<file path="src/m68k_arch_pkg.sv">
package m68k_arch_pkg;

    // --------------------
    // Register file sizes
    // --------------------
    localparam int ADDR_W    = 32;  // Address and register width
    localparam int NUM_AREGS = 7;   // A0 to A6, index 7 names the active stack pointer

    // Operand size of the current access
    typedef enum logic [1:0] {
        BYTE = 2'd0,
        WORD = 2'd1,
        LONG = 2'd2
    } op_size_t;

    // Stack pointer that A7 refers to
    typedef enum logic [1:0] {
        USP = 2'd0,  // User mode
        ISP = 2'd1,  // Supervisor, master bit clear
        MSP = 2'd2   // Supervisor, master bit set
    } sp_bank_t;

endpackage

</file>
<file path="src/m68k_ea_pkg.sv">
package m68k_ea_pkg;

    // --------------------
    // Mode field codes
    // --------------------
    typedef enum logic [2:0] {
        ADR_AN_IND  = 3'd2,  // (An)
        ADR_AN_POST = 3'd3,  // (An)+
        ADR_AN_PRE  = 3'd4,  // -(An)
        ADR_AN_DISP = 3'd5,  // (d16,An)
        ADR_AN_IDX  = 3'd6,  // (d8,An,Xn)
        ADR_SPECIAL = 3'd7   // Abs and PC relative, see amode_sel_t
    } adr_mode_t;

    // Register field when the mode is ADR_SPECIAL
    typedef enum logic [2:0] {
        ABS_W   = 3'd0,  // (xxx).W
        ABS_L   = 3'd1,  // (xxx).L
        PC_DISP = 3'd2   // (d16,PC)
    } amode_sel_t;

    // --------------------
    // Extension word
    // --------------------
    typedef struct packed {
        logic       da;      // Index is An
        logic [2:0] reg_no;  // Index register number
        logic       wl;      // Long index
        logic [1:0] scale;   // Index scale 1, 2, 4, 8
        logic       fmt;     // Zero for the brief format
        logic [7:0] disp8;   // Signed displacement
    } brief_ext_t;

    // Same 16 bits seen as brief word or as d16
    typedef union packed {
        brief_ext_t         brief;
        logic signed [15:0] d16;
    } ext_word_u;

endpackage

</file>
<file path="src/addr_reg_file.sv">
`timescale 1ns/1ps

module addr_reg_file
    import m68k_arch_pkg::*;
#(
    parameter logic [ADDR_W-1:0] SP_RESET = '0
) (
    input  logic              CLK,
    input  logic              RESET,
    input  logic [ADDR_W-1:0] ar_in_1,
    input  logic [2:0]        ar_sel_rd_1,
    input  logic [2:0]        ar_sel_rd_2,
    input  logic [2:0]        ar_sel_wr,
    input  logic              ar_wr,
    input  logic              ar_inc,
    input  logic              ar_dec,
    input  op_size_t          op_size,
    input  logic              sbit,
    input  logic              mbit,
    input  logic [2:0]        index_sel,   // Brief word index register
    output logic [ADDR_W-1:0] ar_out_1,
    output logic [ADDR_W-1:0] ar_out_2,
    output logic [ADDR_W-1:0] base_reg,
    output logic [ADDR_W-1:0] index_an
);

    localparam logic [2:0] SP_SEL = 3'(NUM_AREGS);  // A7

    logic [ADDR_W-1:0] ar [NUM_AREGS];          // A0 to A6
    logic [ADDR_W-1:0] sp [3];                  // Indexed by sp_bank_t
    logic [ADDR_W-1:0] areg_view [NUM_AREGS+1]; // A0 to A7 as seen now
    sp_bank_t          bank;
    logic [2:0]        step_amt;
    logic [ADDR_W-1:0] step_val;

    // --------------------
    // Stack pointer bank
    // --------------------
    always_comb begin
        if (!sbit)
            bank = USP;
        else if (mbit)
            bank = MSP;   // Master mode
        else
            bank = ISP;
    end

    always_comb begin
        for (int i = 0; i < NUM_AREGS; i++)
            areg_view[i] = ar[i];
        areg_view[NUM_AREGS] = sp[bank];  // A7 follows S and M
    end

    // Read ports
    assign ar_out_1 = areg_view[ar_sel_rd_1];
    assign ar_out_2 = areg_view[ar_sel_rd_2];
    assign base_reg = ar_out_1;
    assign index_an = areg_view[index_sel];

    // --------------------
    // Step size
    // --------------------
    always_comb begin
        case (op_size)
            BYTE:    step_amt = (ar_sel_rd_1 == SP_SEL) ? 3'd2 : 3'd1;  // Keep SP word aligned
            WORD:    step_amt = 3'd2;
            default: step_amt = 3'd4;
        endcase
    end

    // Inc wins if both are set
    assign step_val = ar_inc ? ar_out_1 + ADDR_W'(step_amt)
                             : ar_out_1 - ADDR_W'(step_amt);

    always_ff @(posedge CLK) begin
        if (RESET) begin
            for (int i = 0; i < NUM_AREGS; i++)
                ar[i] <= '0;
            for (int i = 0; i < 3; i++)
                sp[i] <= SP_RESET;
        end else begin
            // Write port, always long
            if (ar_wr) begin
                if (ar_sel_wr == SP_SEL)
                    sp[bank] <= ar_in_1;  // Bank from current S and M
                else
                    ar[ar_sel_wr] <= ar_in_1;
            end
            // Later assignment so a step beats a write to the same register
            if (ar_inc || ar_dec) begin
                if (ar_sel_rd_1 == SP_SEL)
                    sp[bank] <= step_val;
                else
                    ar[ar_sel_rd_1] <= step_val;
            end
        end
    end

endmodule

</file>
<file path="src/addr_unit.sv">
`timescale 1ns/1ps

module addr_unit
    import m68k_arch_pkg::*, m68k_ea_pkg::*;
#(
    parameter logic [ADDR_W-1:0] PC_RESET = '0,  // PC after reset
    parameter logic [ADDR_W-1:0] SP_RESET = '0   // All three stack pointers after reset
) (
    input  logic              CLK,
    input  logic              RESET,

    // Register file
    input  logic [ADDR_W-1:0] ar_in_1,
    input  logic [ADDR_W-1:0] index_in,
    input  logic [ADDR_W-1:0] displacement,
    input  logic [2:0]        ar_sel_rd_1,
    input  logic [2:0]        ar_sel_rd_2,
    input  logic [2:0]        ar_sel_wr,
    input  logic              ar_wr,
    input  logic              ar_inc,
    input  logic              ar_dec,
    input  op_size_t          op_size,
    input  logic              sbit,
    input  logic              mbit,

    // Extension words and mode
    input  ext_word_u         ext_word,
    input  logic              store_brief,
    input  logic              store_d16,
    input  logic              store_abs_lo,
    input  logic              store_abs_hi,
    input  adr_mode_t         adr_mode,
    input  amode_sel_t        amode_sel,

    // Program counter
    input  logic [3:0]        pc_ew_offset,
    input  logic [7:0]        pc_offset,
    input  logic              pc_load,
    input  logic              pc_add_displ,
    input  logic              pc_inc,

    output logic [ADDR_W-1:0] ar_out_1,
    output logic [ADDR_W-1:0] ar_out_2,
    output logic [ADDR_W-1:0] adr_eff,
    output logic [ADDR_W-1:0] pc
);

    logic [ADDR_W-1:0] base_reg;      // Port 1 register, banked for A7
    logic [ADDR_W-1:0] index_an;      // An named by the brief word
    logic [2:0]        index_sel;
    logic [ADDR_W-1:0] base_displ;
    logic [ADDR_W-1:0] index_scaled;
    logic [ADDR_W-1:0] abs_adr;

    addr_reg_file #(.SP_RESET(SP_RESET)) u_reg_file (
        .CLK(CLK), .RESET(RESET),
        .ar_in_1(ar_in_1), .ar_sel_rd_1(ar_sel_rd_1), .ar_sel_rd_2(ar_sel_rd_2),
        .ar_sel_wr(ar_sel_wr), .ar_wr(ar_wr), .ar_inc(ar_inc), .ar_dec(ar_dec),
        .op_size(op_size), .sbit(sbit), .mbit(mbit), .index_sel(index_sel),
        .ar_out_1(ar_out_1), .ar_out_2(ar_out_2), .base_reg(base_reg), .index_an(index_an)
    );

    ea_ext_regs u_ext_regs (
        .CLK(CLK), .RESET(RESET),
        .ext_word(ext_word), .store_brief(store_brief), .store_d16(store_d16),
        .store_abs_lo(store_abs_lo), .store_abs_hi(store_abs_hi), .amode_sel(amode_sel),
        .index_in(index_in), .index_an(index_an), .index_sel(index_sel),
        .base_displ(base_displ), .index_scaled(index_scaled), .abs_adr(abs_adr)
    );

    ea_calc u_ea_calc (
        .CLK(CLK), .RESET(RESET),
        .adr_mode(adr_mode), .amode_sel(amode_sel), .base_reg(base_reg),
        .base_displ(base_displ), .index_scaled(index_scaled), .abs_adr(abs_adr),
        .pc(pc), .pc_ew_offset(pc_ew_offset), .adr_eff(adr_eff)
    );

    program_counter #(.PC_RESET(PC_RESET)) u_pc (
        .CLK(CLK), .RESET(RESET),
        .ar_in_1(ar_in_1), .displacement(displacement), .pc_offset(pc_offset),
        .pc_load(pc_load), .pc_add_displ(pc_add_displ), .pc_inc(pc_inc), .pc(pc)
    );

endmodule

</file>
<file path="src/ea_calc.sv">
`timescale 1ns/1ps

module ea_calc
    import m68k_arch_pkg::*, m68k_ea_pkg::*;
(
    input  logic              CLK,
    input  logic              RESET,
    input  adr_mode_t         adr_mode,
    input  amode_sel_t        amode_sel,
    input  logic [ADDR_W-1:0] base_reg,
    input  logic [ADDR_W-1:0] base_displ,
    input  logic [ADDR_W-1:0] index_scaled,
    input  logic [ADDR_W-1:0] abs_adr,
    input  logic [ADDR_W-1:0] pc,
    input  logic [3:0]        pc_ew_offset,  // Byte offset of the extension word
    output logic [ADDR_W-1:0] adr_eff
);

    logic [ADDR_W-1:0] pc_ext;   // Address of the extension word
    logic [ADDR_W-1:0] ea_next;

    assign pc_ext = pc + ADDR_W'(pc_ew_offset);

    // --------------------
    // Address by mode
    // --------------------
    always_comb begin
        case (adr_mode)
            ADR_AN_IND, ADR_AN_POST, ADR_AN_PRE:
                ea_next = base_reg;  // Step happens in the register file
            ADR_AN_DISP:
                ea_next = base_reg + base_displ;
            ADR_AN_IDX:
                ea_next = base_reg + base_displ + index_scaled;
            ADR_SPECIAL: begin
                case (amode_sel)
                    ABS_W, ABS_L: ea_next = abs_adr;  // Already sign filled for .W
                    PC_DISP:      ea_next = pc_ext + base_displ;
                    default:      ea_next = '0;
                endcase
            end
            default:
                ea_next = '0;  // Register direct modes
        endcase
    end

    // Registered every cycle
    always_ff @(posedge CLK) begin
        if (RESET)
            adr_eff <= '0;
        else
            adr_eff <= ea_next;
    end

endmodule

</file>
<file path="src/ea_ext_regs.sv">
`timescale 1ns/1ps

module ea_ext_regs
    import m68k_arch_pkg::*, m68k_ea_pkg::*;
(
    input  logic              CLK,
    input  logic              RESET,
    input  ext_word_u         ext_word,
    input  logic              store_brief,
    input  logic              store_d16,
    input  logic              store_abs_lo,
    input  logic              store_abs_hi,
    input  amode_sel_t        amode_sel,
    input  logic [ADDR_W-1:0] index_in,     // Dn from the data side
    input  logic [ADDR_W-1:0] index_an,     // An from the register file
    output logic [2:0]        index_sel,
    output logic [ADDR_W-1:0] base_displ,
    output logic [ADDR_W-1:0] index_scaled,
    output logic [ADDR_W-1:0] abs_adr
);

    logic [ADDR_W-1:0] index_src;
    logic [ADDR_W-1:0] index_reg;
    logic [1:0]        scale_reg;

    assign index_sel = ext_word.brief.reg_no;  // Register file looks it up this cycle
    assign index_src = ext_word.brief.da ? index_an : index_in;

    always_ff @(posedge CLK) begin
        if (RESET) begin
            base_displ <= '0;
            index_reg  <= '0;
            scale_reg  <= '0;
            abs_adr    <= '0;
        end else begin
            // --------------------
            // Displacement and index
            // --------------------
            if (store_brief) begin
                base_displ <= {{(ADDR_W-8){ext_word.brief.disp8[7]}}, ext_word.brief.disp8};
                if (ext_word.brief.wl)
                    index_reg <= index_src;
                else
                    index_reg <= {{(ADDR_W-16){index_src[15]}}, index_src[15:0]};  // Word index
                scale_reg <= ext_word.brief.scale;
            end else if (store_d16) begin
                base_displ <= {{(ADDR_W-16){ext_word.d16[15]}}, ext_word.d16};
            end

            // Absolute address
            if (store_abs_lo) begin
                if (amode_sel == ABS_W)
                    abs_adr[ADDR_W-1:16] <= {(ADDR_W-16){ext_word.d16[15]}};  // Sign fill
                abs_adr[15:0] <= ext_word.d16;
            end else if (store_abs_hi) begin
                abs_adr[ADDR_W-1:16] <= ext_word.d16;
            end
        end
    end

    assign index_scaled = index_reg << scale_reg;  // x1, x2, x4, x8

endmodule

</file>
<file path="src/program_counter.sv">
`timescale 1ns/1ps

module program_counter
    import m68k_arch_pkg::*;
#(
    parameter logic [ADDR_W-1:0] PC_RESET = '0
) (
    input  logic              CLK,
    input  logic              RESET,
    input  logic [ADDR_W-1:0] ar_in_1,       // Jump target
    input  logic [ADDR_W-1:0] displacement,  // Branch displacement
    input  logic [7:0]        pc_offset,     // Bytes consumed by the opcode
    input  logic              pc_load,
    input  logic              pc_add_displ,
    input  logic              pc_inc,
    output logic [ADDR_W-1:0] pc
);

    // Load and branch beat inc, which comes with them on a pipe flush
    always_ff @(posedge CLK) begin
        if (RESET)
            pc <= PC_RESET;
        else if (pc_load)
            pc <= ar_in_1;
        else if (pc_add_displ)
            pc <= pc + displacement;
        else if (pc_inc)
            pc <= pc + ADDR_W'(pc_offset);  // Zero extended
    end

endmodule

</file>
<file path="config.mk">
export PLATFORM = sky130hd
export DESIGN_NAME = addr_unit
export DESIGN_NICKNAME = d
export VERILOG_FILES = /design/src/m68k_arch_pkg.sv /design/src/m68k_ea_pkg.sv /design/src/addr_reg_file.sv /design/src/addr_unit.sv /design/src/ea_calc.sv /design/src/ea_ext_regs.sv /design/src/program_counter.sv
export SDC_FILE = /design/constraint.sdc
export NUM_CORES = 2
export LEC_CHECK = 0
export ABC_CLOCK_PERIOD_IN_PS = 14650
export BUFFER_PORTS_ARGS = -buffer_cell sky130_fd_sc_hd__buf_4
export CORE_MARGIN = 1.5
export CORE_UTILIZATION = 45
export DETAILED_ROUTE_END_ITERATION = 6
export PLACE_DENSITY = 0.74
export SLEW_MARGIN = 5
export SYNTH_ARGS = -nofsm -noshare
export SYNTH_HDL_FRONTEND = slang
export SYNTH_SLANG_ARGS = --single-unit
</file>
<file path="constraint.sdc">
create_clock -name CLK -period 14.65 [get_ports CLK]
set_input_delay 1.465 -clock CLK [delete_from_list [all_inputs] [get_ports CLK]]
set_output_delay 1.465 -clock CLK [all_outputs]
set_load 0.02 [all_outputs]
</file>
==> run metrics <==
GPL Wtd Cong 0.991; Critical Path RT 15.20 ns; mux share of post-synthesis cell area 20.7%; RR Endpoint u_ea_calc.adr_eff[29]; Biggest register u_reg_file.ar; Post-synth EDFFs 320; worst vdd ir 0.0873 mV; initial core utilization 45.4%; Post-CTS Resized 0; Site Rows 102; Post-CTS Setup Bufs 0; largest net degree at the start of global routing 68; DR WL/cell 29.4 um; share of layout cells above drive strength 1 21.4%; top routing layer used met5; First-pass DRT Iterations 7; clock latency on the worst-skew pair 0.64 ns; Reg clk slew, reported paths 0.06 ns; met3 WL 19.4 mm; # DRC 5; CTS Buf Count 52; first-pass GRT wire length 196 mm; CP Capture Type flop; hold buffers post-CTS 0; register bit count reported by yosys 466; slew margin rel. 17.0%; Warnings, synthesis 0; IO Count 283; gr usage total 33.6%; Post-Synth Simple-Gate Area 11.3%; Avg Inst Size Synth 10.2 um2; Die Ht 282 um; initial antenna violation count 5; max-cap violations 0; Synth Area in Compound Gates 18.4%; area delta synth->final 13.7%; Die Area 79600 um2; Setup TNS 0 ns; adder-cell area share of the yosys netlist 7.01%; ys async rst share 0%; Final ANT Viol Nets 0; grt total ovfl 0; final setup margin 6.61 ns; top_reg_cell synth edfxtp_1; worst slack, placed 6.19 ns; core box area 77200 um2; worst-margin pin slew 1.21 ns; crit start category input pin; RSZ-0062 raised after global routing no; Crit Path Max Fanout 29; count of cell types in the netlist 96; fin crit share 54.9%; CTS root buffer clkbuf_16; post-DP HPWL 96.6 mm; Final Max Tran Viols 0; outcome finished with violations; vias post-DR 31700; M1 WL 49.6 mm; DIE WIDTH 282 um; # clock sinks 466; Final Critical Period 8.04 ns; H-tree depth 2; max reg flops 224; Hold Crit Depth 2; final core occ 51.6%; failing checks DRC; met2 routed WL 60.9 mm; final hold vios 0; cells after synthesis 3434; WP data arrival 8.59 ns; hold path endpoint u_ext_regs.abs_adr[15]; pwr dens 115 nW/um2; Syn Nets 3780; reg2reg path depth 22; Post-Syn Area 35100 um2; reg2reg start u_reg_file.sp[2][8]; Port-buffer cells 282; hold_ws 0.492 ns; vias per cell 6.77; largest registers u_reg_file.ar: 224 flops, u_reg_file.sp: 96 flops; CTS tree done; Worst Hold Class flop to flop; fmax 124 MHz; worst hold path startpoint u_ext_regs.abs_adr[15]; Final Skew 0.0243 ns; XOR/XNOR share of the synthesized area 3.40%; DR iter-0 viols 4267; nets@finish 3936; main combinational cell family by area after synthesis multiplexers; vias in the first global route 29600; Setup Viol. Count Final 0; sequential share of the synthesized area 35.8%; total power 4.57 mW; deepest clock path buffer count 3; critical path class input pin to flop; reg2reg setup slack 8.11 ns; routed wire length 138 mm; Leak Pwr 15.9 nW
==> cell usage in the layout (no fill, tap or decap), types with 17 or more instances in the layout <==
cell type,Yosys,final
buf_4,4,332
clkbuf_16,0,54
o21bai_1,31,31
nand4_1,20,20
or2_2,20,20
mux4_2,213,213
nor2b_1,25,25
nor2_1,385,384
nand3_1,54,54
o21ai_0,151,149
and2_1,33,33
edfxtp_1,320,320
a221oi_1,21,21
nand2b_1,24,24
ha_1,182,182
a21o_1,64,64
a211oi_1,47,47
a21oi_1,297,297
xnor2_1,78,78
nand2_1,215,209
o22ai_1,179,179
nor3_1,34,33
dfxtp_1,146,145
xor2_1,53,53
mux2_2,82,82
or3_1,17,17
a31oi_1,18,17
mux2i_1,153,153
o21a_1,34,34
inv_1,83,83
==> cell usage after synthesis, drive strengths merged, types with 6 or more instances <==
cell type  count  share of area (%)
a2111oi        8               0.27
a211o         11               0.27
a211oi        48                1.0
a21boi        11               0.24
a21o          64                1.4
a21oi        297                4.2
a221oi        21               0.52
a222oi        13               0.37
a22o          16               0.40
a22oi         15               0.32
a31o           6               0.15
a31oi         19               0.38
and2          34               0.61
and3          17               0.31
buf           55               0.66
clkbuf       175                1.9
dfxtp        146                8.3
edfxtp       320                 27
fa             9               0.51
ha           182                6.5
inv           83               0.89
mux2          82                2.6
mux2i        153                4.4
mux4         213                 14
nand2        216                2.3
nand2b        24               0.43
nand3         54               0.77
nand4         20               0.36
nor2         385                4.1
nor2b         25               0.45
nor3          35               0.51
o211ai        16               0.34
o21a          35               0.75
o21ai        155                2.2
o21bai        31               0.66
o22ai        179                3.2
o31ai         13               0.35
or2           20               0.36
or3           18               0.32
xnor2         78                1.9
xor2          53                1.3
==> power breakdown <==
group          switching (mW)  internal, mW
combinational           0.974         0.609
sequential             0.0800          1.50
clock                   0.596         0.803
==> logic make-up (layout without fill, tap and decap cells) <==
logic type / count (synthesis) / after routing
compound gates: 1004 / 1004
xor+xnor: 133 / 133
fa+ha+maj: 191 / 191
buf+inv: 315 / 515
flops: 466 / 466
mux: 448 / 448
other cells: 0 / 5
simple gates: 877 / 877
==> metal layers <==
layer	GRT usage, %	up-vias
li1	-	13600
met1	42.7	15300
met2	52.3	2345
met3	10.3	482
met4	16.1	6
met5	0	-
==> worst max path at each step <==
| stage | start | slack, ns | cells after the start | to |
|---|---|---|---|---|
| global placement | ar_sel_rd_1[0] | 6.21 | 25 | u_ea_calc.adr_eff[30] |
| CTS | ar_sel_rd_1[0] | 6.81 | 25 | u_ea_calc.adr_eff[30] |
| finish | ar_sel_rd_1[0] | 6.61 | 24 | u_ea_calc.adr_eff[29] |
| global route | ar_sel_rd_1[0] | 6.09 | 24 | u_ea_calc.adr_eff[29] |
| floorplan | ar_sel_rd_1[0] | 6.95 | 27 | u_ea_calc.adr_eff[24] |
| detailed placement | ar_sel_rd_1[0] | 6.19 | 25 | u_ea_calc.adr_eff[30] |
==> through the flow <==
| stage | area [um2] | instances |
|---|---|---|
| after floorplan | 35100 | 3434 |
| after global placement | 38000 | 4576 |
| after detailed placement | 38000 | 4576 |
| after CTS | 39800 | 4674 |
| after global routing | 39800 | 4675 |
| final | 39900 | 4679 |
==> layout make-up <==
class                           instances  area (um2)
Timing Repair Buffer                  332        2490
Tap cell                             1040        1300
Multi-Input combinational cell       2653       21400
Clock buffer                           68        1470
Fill cell                            6828       37400
Inverter                               85         319
Antenna cell                            5        12.5
Sequential cell                       466       12500
Clock inverter                         30         337
==> critical path: stages <==
cell       delay [ns]
buf_4            0.40
buf_4            0.47
buf_4            0.54
mux4_2           0.58
mux2_2           0.35
ha_1             0.38
and4_1           0.23
nor2_1           0.18
o21ai_0          0.19
a21o_1           0.21
a211oi_1         0.22
nor2_1           0.10
ha_1             0.22
a21oi_1          0.24
nand2_1          0.11
a2111oi_0        1.02
o31ai_1          0.26
nand2_1          0.15
o21ai_2          0.12
a31oi_4          0.31
o31ai_2          0.15
a2111oi_2        0.37
a41oi_1          0.08
o211ai_1         0.17
No activity file was read; power rests on OpenSTA's default activity.
